File: src/verilog/cache_config.svh
`ifndef CACHE_CONFIG_SVH
`define CACHE_CONFIG_SVH

// Bank geometry
`define CACHE_WAYS 4
`define CACHE_SETS 4
`define LINE_BYTES 16
`define TAG_BITS 8
`define PADDR_BITS 15

// Field positions and widths inside a physical address
`define WAY_BITS 2
`define INDEX_BITS 2
`define INDEX_LSB 5
`define TAG_LSB 7
`define LINE_ADDR_BITS (`TAG_BITS + `INDEX_BITS)

// Outstanding misses per bank
`define MSHR_DEPTH 2

`endif

File: src/verilog/cache_pkg.sv
`include "cache_config.svh"

package cache_pkg;

  typedef enum logic {
    OP_LOAD,
    OP_STORE
  } cache_op_e;

  // What the bank does with this cycle
  typedef enum logic [2:0] {
    ACC_IDLE,
    ACC_FILL,
    ACC_HIT,
    ACC_MISS,
    ACC_UNCACHED,
    ACC_STALL_MSHR,
    ACC_STALL_SER,
    ACC_STALL_FILL
  } access_kind_e;

  typedef logic [`LINE_BYTES*8-1:0] line_t;

  // Byte-wise merge of store data into a line
  function automatic line_t merge_line(line_t old_line, line_t new_data,
                                       logic [`LINE_BYTES-1:0] mask);
    line_t merged;
    merged = old_line;
    for (int b = 0; b < `LINE_BYTES; b++) begin
      if (mask[b]) begin
        merged[b*8 +: 8] = new_data[b*8 +: 8];
      end
    end
    return merged;
  endfunction

endpackage

File: src/verilog/cache_bank_if.sv
`timescale 1ns/1ps
`include "cache_config.svh"

// Controller to tag array
interface tag_lookup_if;
  logic [`PADDR_BITS-1:0] lookup_addr;
  logic                   hit_touch;
  logic                   store_dirty;
  logic                   reserve;
  logic                   fill;
  logic [`PADDR_BITS-1:0] fill_addr;
  logic [`WAY_BITS-1:0]   fill_way;
  logic                   hit;
  logic [`WAY_BITS-1:0]   hit_way;
  logic [`WAY_BITS-1:0]   victim_way;
  logic                   victim_valid;
  logic                   victim_dirty;
  logic [`TAG_BITS-1:0]   victim_tag;
  logic                   no_free_way;

  modport master (
    output lookup_addr, hit_touch, store_dirty, reserve, fill, fill_addr, fill_way,
    input  hit, hit_way, victim_way, victim_valid, victim_dirty, victim_tag, no_free_way
  );
  modport slave (
    input  lookup_addr, hit_touch, store_dirty, reserve, fill, fill_addr, fill_way,
    output hit, hit_way, victim_way, victim_valid, victim_dirty, victim_tag, no_free_way
  );
endinterface

// Controller to miss-status table
interface mshr_if;
  logic                       alloc;
  logic [`LINE_ADDR_BITS-1:0] line_addr;
  logic [`WAY_BITS-1:0]       alloc_way;
  logic                       release_en;
  logic [`LINE_ADDR_BITS-1:0] release_addr;
  logic                       match;
  logic                       full;
  logic [`WAY_BITS-1:0]       release_way;

  modport master (
    output alloc, line_addr, alloc_way, release_en, release_addr,
    input  match, full, release_way
  );
  modport slave (
    input  alloc, line_addr, alloc_way, release_en, release_addr,
    output match, full, release_way
  );
endinterface

File: src/verilog/cache_tag_array.sv
`timescale 1ns/1ps
`include "cache_config.svh"

module cache_tag_array (
  input logic         clk,
  input logic         rst,
  tag_lookup_if.slave lookup
);

  logic [`TAG_BITS-1:0]   tag_q     [`CACHE_SETS][`CACHE_WAYS];
  logic [`CACHE_WAYS-1:0] valid_q   [`CACHE_SETS];
  logic [`CACHE_WAYS-1:0] dirty_q   [`CACHE_SETS];
  logic [`CACHE_WAYS-1:0] pending_q [`CACHE_SETS];
  // Age 0 is youngest, CACHE_WAYS-1 oldest
  logic [1:0]             age_q     [`CACHE_SETS][`CACHE_WAYS];

  logic [`INDEX_BITS-1:0] set_idx;
  logic [`TAG_BITS-1:0]   set_tag;
  logic [`INDEX_BITS-1:0] fill_set;
  logic [`WAY_BITS-1:0]   invalid_way;
  logic [`WAY_BITS-1:0]   lru_way;
  logic [`WAY_BITS-1:0]   victim_sel;
  logic [1:0]             lru_age;
  logic                   found_invalid;
  logic                   found_lru;
  logic                   touch_en;
  logic [`INDEX_BITS-1:0] touch_set;
  logic [`WAY_BITS-1:0]   touch_way;

  assign set_idx  = lookup.lookup_addr[`INDEX_LSB +: `INDEX_BITS];
  assign set_tag  = lookup.lookup_addr[`TAG_LSB +: `TAG_BITS];
  assign fill_set = lookup.fill_addr[`INDEX_LSB +: `INDEX_BITS];

  // Tag compare over valid ways
  always_comb begin
    lookup.hit     = 1'b0;
    lookup.hit_way = '0;
    for (int w = 0; w < `CACHE_WAYS; w++) begin
      if (valid_q[set_idx][w] && tag_q[set_idx][w] == set_tag) begin
        lookup.hit     = 1'b1;
        lookup.hit_way = `WAY_BITS'(w);
      end
    end
  end

  // Victim: lowest free way first, then oldest non-pending way
  always_comb begin
    found_invalid = 1'b0;
    invalid_way   = '0;
    for (int w = `CACHE_WAYS-1; w >= 0; w--) begin
      if (!pending_q[set_idx][w] && !valid_q[set_idx][w]) begin
        found_invalid = 1'b1;
        invalid_way   = `WAY_BITS'(w);
      end
    end
    found_lru = 1'b0;
    lru_way   = '0;
    lru_age   = '0;
    for (int w = 0; w < `CACHE_WAYS; w++) begin
      if (!pending_q[set_idx][w] && (!found_lru || age_q[set_idx][w] > lru_age)) begin
        found_lru = 1'b1;
        lru_way   = `WAY_BITS'(w);
        lru_age   = age_q[set_idx][w];
      end
    end
  end

  assign victim_sel          = found_invalid ? invalid_way : lru_way;
  assign lookup.victim_way   = victim_sel;
  assign lookup.victim_valid = valid_q[set_idx][victim_sel];
  assign lookup.victim_dirty = dirty_q[set_idx][victim_sel];
  assign lookup.victim_tag   = tag_q[set_idx][victim_sel];
  assign lookup.no_free_way  = !found_lru;

  assign touch_en  = lookup.hit_touch || lookup.fill;
  assign touch_set = lookup.fill ? fill_set : set_idx;
  assign touch_way = lookup.fill ? lookup.fill_way : lookup.hit_way;

  always_ff @(posedge clk) begin
    if (rst) begin
      for (int s = 0; s < `CACHE_SETS; s++) begin
        valid_q[s]   <= '0;
        dirty_q[s]   <= '0;
        pending_q[s] <= '0;
        for (int w = 0; w < `CACHE_WAYS; w++) begin
          age_q[s][w] <= 2'(`CACHE_WAYS - 1 - w);
        end
      end
    end else begin
      if (lookup.reserve) begin
        valid_q[set_idx][victim_sel]   <= 1'b0;
        dirty_q[set_idx][victim_sel]   <= 1'b0;
        pending_q[set_idx][victim_sel] <= 1'b1;
      end
      if (lookup.store_dirty) begin
        dirty_q[set_idx][lookup.hit_way] <= 1'b1;
      end
      if (lookup.fill) begin
        tag_q[fill_set][lookup.fill_way]     <= lookup.fill_addr[`TAG_LSB +: `TAG_BITS];
        valid_q[fill_set][lookup.fill_way]   <= 1'b1;
        dirty_q[fill_set][lookup.fill_way]   <= 1'b0;
        pending_q[fill_set][lookup.fill_way] <= 1'b0;
      end
      // Touched way becomes youngest, younger ones age by one
      if (touch_en) begin
        for (int w = 0; w < `CACHE_WAYS; w++) begin
          if (`WAY_BITS'(w) == touch_way) begin
            age_q[touch_set][w] <= '0;
          end else if (age_q[touch_set][w] < age_q[touch_set][touch_way]) begin
            age_q[touch_set][w] <= age_q[touch_set][w] + 2'd1;
          end
        end
      end
    end
  end

endmodule

File: src/verilog/cache_data_array.sv
`timescale 1ns/1ps
`include "cache_config.svh"

module cache_data_array
  import cache_pkg::*;
(
  input  logic                   clk,
  input  logic [`INDEX_BITS-1:0] index,
  input  logic [`WAY_BITS-1:0]   way,
  input  logic [`LINE_BYTES-1:0] wr_mask,
  input  line_t                  wr_data,
  input  logic                   store_en,
  input  logic                   fill_en,
  output line_t                  rd_line_hit,
  output line_t                  rd_line_victim,
  input  logic [`WAY_BITS-1:0]   hit_way,
  input  logic [`WAY_BITS-1:0]   victim_way
);

  line_t lines_q [`CACHE_SETS][`CACHE_WAYS];

  // Both read ports look at the same set
  assign rd_line_hit    = lines_q[index][hit_way];
  assign rd_line_victim = lines_q[index][victim_way];

  always_ff @(posedge clk) begin
    if (fill_en) begin
      lines_q[index][way] <= wr_data;
    end else if (store_en) begin
      lines_q[index][way] <= merge_line(lines_q[index][way], wr_data, wr_mask);
    end
  end

endmodule

File: src/verilog/cache_mshr.sv
`timescale 1ns/1ps
`include "cache_config.svh"

module cache_mshr (
  input logic   clk,
  input logic   rst,
  mshr_if.slave mshr
);

  logic [`MSHR_DEPTH-1:0]     valid_q;
  logic [`LINE_ADDR_BITS-1:0] addr_q [`MSHR_DEPTH];
  logic [`WAY_BITS-1:0]       way_q  [`MSHR_DEPTH];

  logic [`MSHR_DEPTH-1:0] alloc_sel;
  logic [`MSHR_DEPTH-1:0] req_hit;
  logic [`MSHR_DEPTH-1:0] release_hit;

  // Lowest clear bit of the valid vector
  assign alloc_sel = ~valid_q & (valid_q + 1'b1);

  always_comb begin
    mshr.release_way = '0;
    for (int e = 0; e < `MSHR_DEPTH; e++) begin
      req_hit[e]     = valid_q[e] && addr_q[e] == mshr.line_addr;
      release_hit[e] = valid_q[e] && addr_q[e] == mshr.release_addr;
      if (release_hit[e]) begin
        mshr.release_way = way_q[e];
      end
    end
  end

  assign mshr.match = |req_hit;
  assign mshr.full  = &valid_q;

  always_ff @(posedge clk) begin
    if (rst) begin
      valid_q <= '0;
    end else begin
      for (int e = 0; e < `MSHR_DEPTH; e++) begin
        if (mshr.alloc && alloc_sel[e]) begin
          valid_q[e] <= 1'b1;
          addr_q[e]  <= mshr.line_addr;
          way_q[e]   <= mshr.alloc_way;
        end else if (mshr.release_en && release_hit[e]) begin
          valid_q[e] <= 1'b0;
        end
      end
    end
  end

endmodule

File: src/verilog/cache_access_ctrl.sv
`timescale 1ns/1ps
`include "cache_config.svh"

module cache_access_ctrl
  import cache_pkg::*;
#(
  parameter int unsigned BANK_ID = 0
) (
  input  logic                   clk,
  input  logic                   rst,
  input  logic                   valid_in,
  input  cache_op_e              op,
  input  logic                   pcd,
  input  logic [`PADDR_BITS-1:0] paddr,
  input  line_t                  wdata,
  input  logic [`LINE_BYTES-1:0] wmask,
  input  logic                   fill_valid,
  input  logic [`PADDR_BITS-1:0] fill_paddr,
  input  line_t                  fill_data,
  input  logic                   ser0_full,
  input  logic                   ser1_full,
  tag_lookup_if.master           lookup,
  mshr_if.master                 mshr,
  output logic [`INDEX_BITS-1:0] da_index,
  output logic [`WAY_BITS-1:0]   da_way,
  output logic [`LINE_BYTES-1:0] da_wr_mask,
  output line_t                  da_wr_data,
  output logic                   da_store_en,
  output logic                   da_fill_en,
  input  line_t                  da_hit_line,
  input  line_t                  da_victim_line,
  output logic                   aq_read,
  output logic                   ex_valid,
  output line_t                  ex_data,
  output logic [`PADDR_BITS-1:0] ex_paddr,
  output logic [1:0]             ex_wake,
  output logic                   ser_valid0,
  output line_t                  ser_data0,
  output logic [`PADDR_BITS-1:0] ser_paddr0,
  output logic                   ser_rw0,
  output logic [2:0]             ser_dest0,
  output logic                   ser_valid1,
  output logic [`PADDR_BITS-1:0] ser_paddr1,
  output logic                   ser_dest1,
  output logic                   cache_stall,
  output logic                   cache_miss
);

  // Bank holds the lines whose address bit 4 matches its id
  localparam logic BANK_BIT = (BANK_ID % 2) != 0;

  access_kind_e kind;
  logic         wb_needed;
  logic         is_store;

  assign is_store  = op == OP_STORE;
  assign wb_needed = lookup.victim_valid && lookup.victim_dirty;

  // Fill wins over any request in its cycle
  always_comb begin
    kind = ACC_IDLE;
    if (fill_valid) begin
      kind = valid_in ? ACC_STALL_FILL : ACC_FILL;
    end else if (valid_in) begin
      if (pcd) begin
        kind = ser0_full ? ACC_STALL_SER : ACC_UNCACHED;
      end else if (lookup.hit) begin
        kind = ACC_HIT;
      end else if (mshr.match || mshr.full || lookup.no_free_way) begin
        kind = ACC_STALL_MSHR;
      end else if (ser1_full || (wb_needed && ser0_full)) begin
        kind = ACC_STALL_SER;
      end else begin
        kind = ACC_MISS;
      end
    end
  end

  assign aq_read     = kind == ACC_HIT || kind == ACC_UNCACHED;
  assign cache_stall = valid_in && !aq_read;

  // Tag array updates
  assign lookup.lookup_addr = paddr;
  assign lookup.hit_touch   = kind == ACC_HIT;
  assign lookup.store_dirty = kind == ACC_HIT && is_store;
  assign lookup.reserve     = kind == ACC_MISS;
  assign lookup.fill        = fill_valid;
  assign lookup.fill_addr   = fill_paddr;
  assign lookup.fill_way    = mshr.release_way;

  assign mshr.alloc        = kind == ACC_MISS;
  assign mshr.line_addr    = paddr[`INDEX_LSB +: `LINE_ADDR_BITS];
  assign mshr.alloc_way    = lookup.victim_way;
  assign mshr.release_en   = fill_valid;
  assign mshr.release_addr = fill_paddr[`INDEX_LSB +: `LINE_ADDR_BITS];

  // Data array steered to the fill when one arrives
  assign da_index    = fill_valid ? fill_paddr[`INDEX_LSB +: `INDEX_BITS]
                                  : paddr[`INDEX_LSB +: `INDEX_BITS];
  assign da_way      = fill_valid ? mshr.release_way : lookup.hit_way;
  assign da_wr_data  = fill_valid ? fill_data : wdata;
  assign da_wr_mask  = wmask;
  assign da_store_en = kind == ACC_HIT && is_store;
  assign da_fill_en  = fill_valid;

  always_ff @(posedge clk) begin
    if (rst) begin
      ex_valid   <= 1'b0;
      ser_valid0 <= 1'b0;
      ser_valid1 <= 1'b0;
      cache_miss <= 1'b0;
    end else begin
      ex_valid   <= kind == ACC_HIT;
      ser_valid0 <= (kind == ACC_MISS && wb_needed) || kind == ACC_UNCACHED;
      ser_valid1 <= kind == ACC_MISS;
      cache_miss <= kind == ACC_MISS;
    end
  end

  always_ff @(posedge clk) begin
    if (kind == ACC_HIT) begin
      ex_data  <= is_store ? merge_line(da_hit_line, wdata, wmask) : da_hit_line;
      ex_paddr <= paddr;
      ex_wake  <= is_store ? 2'b10 : 2'b01;
    end
    if (kind == ACC_MISS) begin
      ser_paddr1 <= {paddr[`PADDR_BITS-1:4], 4'b0};
      ser_dest1  <= paddr[4];
      // Victim writeback, only sent out when dirty
      ser_data0  <= da_victim_line;
      ser_paddr0 <= {lookup.victim_tag, paddr[`INDEX_LSB +: `INDEX_BITS], BANK_BIT, 4'b0};
      ser_rw0    <= 1'b1;
      ser_dest0  <= {1'b0, paddr[`INDEX_LSB], 1'b0};
    end else if (kind == ACC_UNCACHED) begin
      ser_data0  <= wdata;
      ser_paddr0 <= paddr;
      ser_rw0    <= is_store;
      ser_dest0  <= 3'b110;
    end
  end

endmodule

File: src/verilog/cache_bank.sv
`timescale 1ns/1ps
`include "cache_config.svh"

module cache_bank
  import cache_pkg::*;
#(
  parameter int unsigned BANK_ID = 0
) (
  input  logic                   clk,
  input  logic                   rst,
  input  logic                   valid_in,
  input  cache_op_e              op,
  input  logic                   pcd,
  input  logic [`PADDR_BITS-1:0] paddr,
  input  line_t                  wdata,
  input  logic [`LINE_BYTES-1:0] wmask,
  input  logic                   fill_valid,
  input  logic [`PADDR_BITS-1:0] fill_paddr,
  input  line_t                  fill_data,
  input  logic                   ser0_full,
  input  logic                   ser1_full,
  output logic                   aq_read,
  output logic                   ex_valid,
  output line_t                  ex_data,
  output logic [`PADDR_BITS-1:0] ex_paddr,
  output logic [1:0]             ex_wake,
  output logic                   ser_valid0,
  output line_t                  ser_data0,
  output logic [`PADDR_BITS-1:0] ser_paddr0,
  output logic                   ser_rw0,
  output logic [2:0]             ser_dest0,
  output logic                   ser_valid1,
  output logic [`PADDR_BITS-1:0] ser_paddr1,
  output logic                   ser_dest1,
  output logic                   cache_stall,
  output logic                   cache_miss
);

  tag_lookup_if lookup_bus ();
  mshr_if       mshr_bus ();

  logic [`INDEX_BITS-1:0] da_index;
  logic [`WAY_BITS-1:0]   da_way;
  logic [`LINE_BYTES-1:0] da_wr_mask;
  line_t                  da_wr_data;
  logic                   da_store_en;
  logic                   da_fill_en;
  line_t                  da_hit_line;
  line_t                  da_victim_line;

  cache_tag_array u_tags (
    .clk    (clk),
    .rst    (rst),
    .lookup (lookup_bus.slave)
  );

  // Read ways come straight from the tag lookup
  cache_data_array u_data (
    .clk            (clk),
    .index          (da_index),
    .way            (da_way),
    .wr_mask        (da_wr_mask),
    .wr_data        (da_wr_data),
    .store_en       (da_store_en),
    .fill_en        (da_fill_en),
    .rd_line_hit    (da_hit_line),
    .rd_line_victim (da_victim_line),
    .hit_way        (lookup_bus.hit_way),
    .victim_way     (lookup_bus.victim_way)
  );

  cache_mshr u_mshr (
    .clk  (clk),
    .rst  (rst),
    .mshr (mshr_bus.slave)
  );

  cache_access_ctrl #(
    .BANK_ID (BANK_ID)
  ) u_ctrl (
    .clk            (clk),
    .rst            (rst),
    .valid_in       (valid_in),
    .op             (op),
    .pcd            (pcd),
    .paddr          (paddr),
    .wdata          (wdata),
    .wmask          (wmask),
    .fill_valid     (fill_valid),
    .fill_paddr     (fill_paddr),
    .fill_data      (fill_data),
    .ser0_full      (ser0_full),
    .ser1_full      (ser1_full),
    .lookup         (lookup_bus.master),
    .mshr           (mshr_bus.master),
    .da_index       (da_index),
    .da_way         (da_way),
    .da_wr_mask     (da_wr_mask),
    .da_wr_data     (da_wr_data),
    .da_store_en    (da_store_en),
    .da_fill_en     (da_fill_en),
    .da_hit_line    (da_hit_line),
    .da_victim_line (da_victim_line),
    .aq_read        (aq_read),
    .ex_valid       (ex_valid),
    .ex_data        (ex_data),
    .ex_paddr       (ex_paddr),
    .ex_wake        (ex_wake),
    .ser_valid0     (ser_valid0),
    .ser_data0      (ser_data0),
    .ser_paddr0     (ser_paddr0),
    .ser_rw0        (ser_rw0),
    .ser_dest0      (ser_dest0),
    .ser_valid1     (ser_valid1),
    .ser_paddr1     (ser_paddr1),
    .ser_dest1      (ser_dest1),
    .cache_stall    (cache_stall),
    .cache_miss     (cache_miss)
  );

endmodule

File: config.mk
export PLATFORM = sky130hd
export DESIGN_NAME = cache_bank
export DESIGN_NICKNAME = d
export VERILOG_FILES = /design/src/verilog/cache_pkg.sv /design/src/verilog/cache_bank_if.sv /design/src/verilog/cache_tag_array.sv /design/src/verilog/cache_data_array.sv /design/src/verilog/cache_mshr.sv /design/src/verilog/cache_access_ctrl.sv /design/src/verilog/cache_bank.sv
export VERILOG_INCLUDE_DIRS = /design/src /design/src/verilog
export SDC_FILE = /design/constraint.sdc
export NUM_CORES = 2
export LEC_CHECK = 0
export BUFFER_PORTS_ARGS = -buffer_cell sky130_fd_sc_hd__clkbuf_2
export CAP_MARGIN = 10
export CORE_MARGIN = 2
export CORE_UTILIZATION = 35
export DETAILED_ROUTE_END_ITERATION = 12
export GPL_TIMING_DRIVEN = 0
export PLACE_DENSITY = 0.58
export RECOVER_POWER = 50
export SYNTH_ARGS = -nofsm -noshare
export SYNTH_HDL_FRONTEND = slang
export SYNTH_HIERARCHICAL = 1
export SYNTH_SLANG_ARGS = --single-unit
export TNS_END_PERCENT = 5
File: constraint.sdc
create_clock -name clk -period 32.3 [get_ports clk]
set_input_delay 3.23 -clock clk [delete_from_list [all_inputs] [get_ports clk]]
set_output_delay 3.23 -clock clk [all_outputs]
set_load 0.05 [all_outputs]
# == After elaboration in Yosys (flattened, before gate mapping) ==
# Memory sizes are Yosys's and may differ from the RTL's.
# Index checks and enable logic that the tools add are counted.
# totals
register_bits,308
latchBits,0
ram_bits,2280
rom_bits,0
input_bits,310
elab_cells,1401
memories,8
# op_classes
addsub,5
multipliers,0
n_div,0
n_lt_le_gt_ge,19
n_eq_ne,14
shifts,0
n_mux,748
bitwise_logic,526
reduce_logical,65
# memory_table
memory,depth,width,read_ports,rd_ports_with_merged_regs,wr,line_no,rtl
u_data.lines_q,4,512,1,0,1,cache_data_array.sv:20,line_t lines_q [`CACHE_SETS][`CACHE_WAYS];
u_tags.tag_q,4,32,1,0,1,cache_tag_array.sv:10,logic [`TAG_BITS-1:0] tag_q [`CACHE_SETS][`CACHE_WAYS];
u_tags.age_q,4,8,2,0,4,cache_tag_array.sv:15,logic [1:0] age_q [`CACHE_SETS][`CACHE_WAYS];
u_mshr.addr_q,2,10,2,0,1,cache_mshr.sv:11,logic [`LINE_ADDR_BITS-1:0] addr_q [`MSHR_DEPTH];
u_tags.dirty_q,4,4,1,0,4,cache_tag_array.sv:12,logic [`CACHE_WAYS-1:0] dirty_q [`CACHE_SETS];
u_tags.pending_q,4,4,1,0,4,cache_tag_array.sv:13,logic [`CACHE_WAYS-1:0] pending_q [`CACHE_SETS];
2 more memories,n/a,n/a,n/a,n/a,n/a,n/a,
# ops
operator,n
$mux W128,11
$mux W512,2
$bmux W128 S2,3
$mux W1,594
$mux W8,68
$or A1 B1 Y1,520
$demux W128 S2,1
$mux W2,34
$mux W4,16
$eq A10 B10 Y1,4
$eq A8 B8 Y1,4
$mux W32,1
$mux W15,2
$logic_and A1 B1 Y1,29
$reduce_or A4 Y1,6
$mux W3,7
$bmux W8 S2,1
$demux W8 S2,1
$ge A3 B3 Y1 const B,4
$logic_not A1 Y1,12
$not A2 Y3,4
$add A2 B1 Y2 const B,5
$mux W10,1
$reduce_or A10 Y1,1
other kinds (20),46

# == Depth between registers and ports, before layout ==
# An unclocked memory read counts as a cell.
# depth
word_depth,35
mapped_depth,37
mapped_depth_nobuf,31

# == Modules after synthesis ==
# The synthesis kept the hierarchy.
# by_module_without_submodules
module,instances,cells_per_inst,area_per_inst_um2,seq_area_each_um2
cache_data_array,1,5102,94146.5,61499.0
cache_access_ctrl,1,877,15003.1,9058.7
cache_tag_array,1,787,10227.3,5765.5
cache_mshr,1,95,1297.5,760.7

# == Least setup slack after synthesis ==
# Ideal clock, no wire load.
# synth_path
kind,in2reg
from,input paddr[5]
to,"memory u_data/lines_q[0][384] (netlist name), enable pin"
setup_ns,0.773
t_arrival_ns,14.964
path_slack_ns,16.563
path_stages,16
n_path_buf,6
cell_sequence,buf_4 buf_6 buf_8 mux4_2 xor2_1 nor3_2 nor3b_2 nor4_1 or2_2 mux2_2 buf_2 or2_1 buf_2 buf_6 o21bai_1 nor3_1
# synth_between
word_cells_on_any_way,98
# synth_lines
item,line_no,rtl
"start, declared",cache_bank.sv:14,"input logic [`PADDR_BITS-1:0] paddr,"
$mem_v2 Z4 W32,n/a,
$eq A8 B8 Y1,cache_tag_array.sv:39,if (valid_q[set_idx][w] && tag_q[set_idx][w] == set_tag) begin
$logic_and A1 B1 Y1,cache_tag_array.sv:39,
$mux W1,cache_tag_array.sv:39,
$mux W2,cache_tag_array.sv:39,
$mux W2 (*),cache_tag_array.sv:39,
net lookup_bus.hit_way[0],cache_bank_if.sv:14,logic [`WAY_BITS-1:0] hit_way;
$mux W2 (*),cache_access_ctrl.sv:100,assign da_way = fill_valid ? mshr.release_way : lookup.hit_way;
net da_way[0],cache_bank.sv:43,logic [`WAY_BITS-1:0] da_way;
$not A2 Y3 (not written as such) (*),"cache_data_array.sv:28, cache_data_array.sv:30",
$ge A3 B3 Y1 (not written as such) / $lt A3 B1 Y1 (equally long branches),"cache_data_array.sv:28, cache_data_array.sv:30",
$logic_and A1 B1 Y1 (not written as such),"cache_data_array.sv:28, cache_data_array.sv:30",
$mux W128 (not written as such),"cache_data_array.sv:28, cache_data_array.sv:30",
$demux W128 S2 (*),"cache_data_array.sv:28, cache_data_array.sv:30",
"$mux W512, on equally long branches","cache_data_array.sv:28, cache_data_array.sv:30",
$or A1 B1 Y1 (no source line) (*),n/a,
"end, declared",cache_data_array.sv:20,
# Mark *: on every way through the listed nets, which the timed path passes. The rest lies on a longest branch. The select of a mux whose other input is x is not followed.

==> summary.txt <==
postcts setup bufs - 0
worst hold path class - flip-flop to flip-flop
die area - 349000 um^2
post-route insts no fill - 12805
area of the multi-input gates - 40600 um^2
setup TNS - 0 ns
Worst Path Buf+Inv - 9
# fillers - 31187
Worst Path Max Fanout - 77
Crit-path slowest cell - clkbuf_1
Antenna Nets Post-Route - 0
min cycle time layout - 19.51 ns
Syn Std Cell Area - 121000 um^2
Setup-failing EPs final - 0
max cap viols - 73
skew final - 0.0957 ns
Cells after DPL - 12235
pre-CTS WS - 18.22 ns
core footprint - 343000 um^2
Num CTS Buffers - 295
Worst-Margin Slew - 6.11 ns
Worst setup EP type - flip-flop
f_max - 51.2 MHz
CP most frequent cell - clkbuf_1
First DRT Iteration DRCs - 11679
Pre-Repair DR Iteration Count - 8
Die Wd - 591 um
DR vias/cell - 6.24
CP Launch Type - input port
share of cells above drive strength 1 - 34.1%
max incr delay on CP - 4.27 ns
DRT Wirelength - 478 mm
crit-path cells - clkbuf_1 > clkbuf_4 > clkbuf_1 > clkbuf_1 > clkbuf_1 > clkbuf_1 > o2111ai_1 > nor4_1 > nor2_1 > nor2b_1 > o21ai_0 > nand2_1 > clkinvlp_2 > clkbuf_1 > o21ai_0 > clkbuf_1 > or4_1 > o22ai_1 > nand2_1
clk sinks - 2587
FF+latch area - 77100 um^2
routed length per instance - 37.3 um
Port Buf Inserts - 604
CTS Root Cell - clkbuf_16
aggregate global-route resource usage - 26.5%
post-DP HPWL - 343 mm
mean area per synthesized cell - 17.6 um^2
CTS tree - yes
RSZ-0062 raised after global routing - no
Synth Instances - 6851
H-tree levels - 5
routability cong. - 0.907
synth warn - 6
hold buffers post-CTS - 0
final slew viol count - 1360
Clock Path Buffers - 4
CTS resizes - 0
VDD IR-drop max - 0.0423 mV
vias in the first global route - 78060
Std-Cell Rows - 215
CP Data Required Time - 32.93 ns
worst setup margin - 12.79 ns
Worst path top cell family by delay - buffers and inverters
normalized max-slew margin - -307%
worst skew pair latency - 1.00 ns
clock transition at the registers of the reported paths - 0.05 ns
Die Ht - 591 um
synthesis-to-layout area growth - 16.3%
Data arrival, critical path - 20.15 ns
failing checks - max-capacitance violations, max-slew violations
DRC Markers - 0
largest net degree at the start of global routing - 78
I/O pins - 624
crit share post-route - 60.4%
Final Net Count - 8300
Fin. Hold Viols - 0
initial antenna violation count - 71
Core Util, Final - 40.9%
status - complete, but fails checks
Setup CP Type - input port to flip-flop
Pwr Density - 57.4 nW/um^2
global-route wire length before repair - 642 mm
global route total overflow - 0
starting density of the core - 35.2%
Leakage - 45.5 nW
total number of vias - 79892
## sequential cells by signal (all words and copies together) (netlist names), 11 cells and up
register           cells
u_tags/dirty_q        16
u_ctrl/ex_paddr       15
u_ctrl/ser_data0     128
u_mshr/addr_q         20
u_tags/pending_q      16
u_ctrl/ex_data       128
u_data/lines_q      2048
u_tags/tag_q         128
u_ctrl/ser_paddr0     15
u_ctrl/ser_paddr1     11
u_tags/valid_q        16
u_tags/age_q          32
## final timing paths
path                                            from                    to  slack, ns  cells past startpoint
worst min-delay path            u_tags/valid_q[3][2]  u_tags/valid_q[3][2]       0.45                      1
worst min register to register  u_tags/valid_q[3][2]  u_tags/valid_q[3][2]       0.45                      1
worst max register to register    u_tags/tag_q[3][1]    u_tags/age_q[2][7]      17.51                     15
worst max-delay path                        paddr[5]    u_tags/age_q[2][7]      12.79                     19
## area by class of cell
type,count,area share (%)
Antenna cell,31,0.0553
Buffer,536,2.00
Clock buffer,366,5.60
Clock inverter,168,1.27
Inverter,25,0.0678
Multi-Input combinational cell,3707,29.0
Sequential cell,2587,55.0
Tap cell,4557,4.07
Timing Repair Buffer,828,3.02
## cell usage in the layout (no fill, tap or decap), types with 53 or more instances in the layout
cell type	n
edfxtp_1	2527
mux2_2	1050
clkbuf_1	763
mux4_2	566
a22oi_1	526
a221o_1	375
nand2_1	336
clkbuf_2	335
clkbuf_16	304
a22o_1	136
nor2_1	114
mux2_4	86
buf_2	84
buf_6	72
buf_1	69
dfxtp_1	60
nor3_2	60
xnor2_1	56
buf_4	55
clkinv_1	53
## power breakdown
group,switching (mW),internal [mW],leakage [nW],total [mW]
registers,0.0141,3.77,23.3,3.79
logic,0.552,0.330,17.5,0.881
clock network,1.43,1.96,4.67,3.38
total,1.99,6.06,45.5,8.05
## stage by stage
stage               total power, mW  hold WS, ns  area [um^2]
finish                         8.05        0.453       140000
global route                   8.26        0.477       140000
CTS                            8.10        0.449       143000
detailed placement             4.73        0.436       133000
global placement               4.72        0.432       129000
floorplan                      4.40        0.421       121000
## per-layer routing
| metal | GRT usage, % | wire, um | up-vias | share of wire, % |
|---|---|---|---|---|
| li1 | - | - | 31135 | - |
| met3 | 8.38 | 60700 | 1169 | 13 |
| met4 | 14.3 | 30400 | 42 | 6.4 |
| met1 | 34.3 | 178000 | 41786 | 37 |
| met2 | 39.8 | 209000 | 5760 | 44 |
| met5 | 0 | 307 | - | 0.064 |
(Power assumes the default switching activity.)
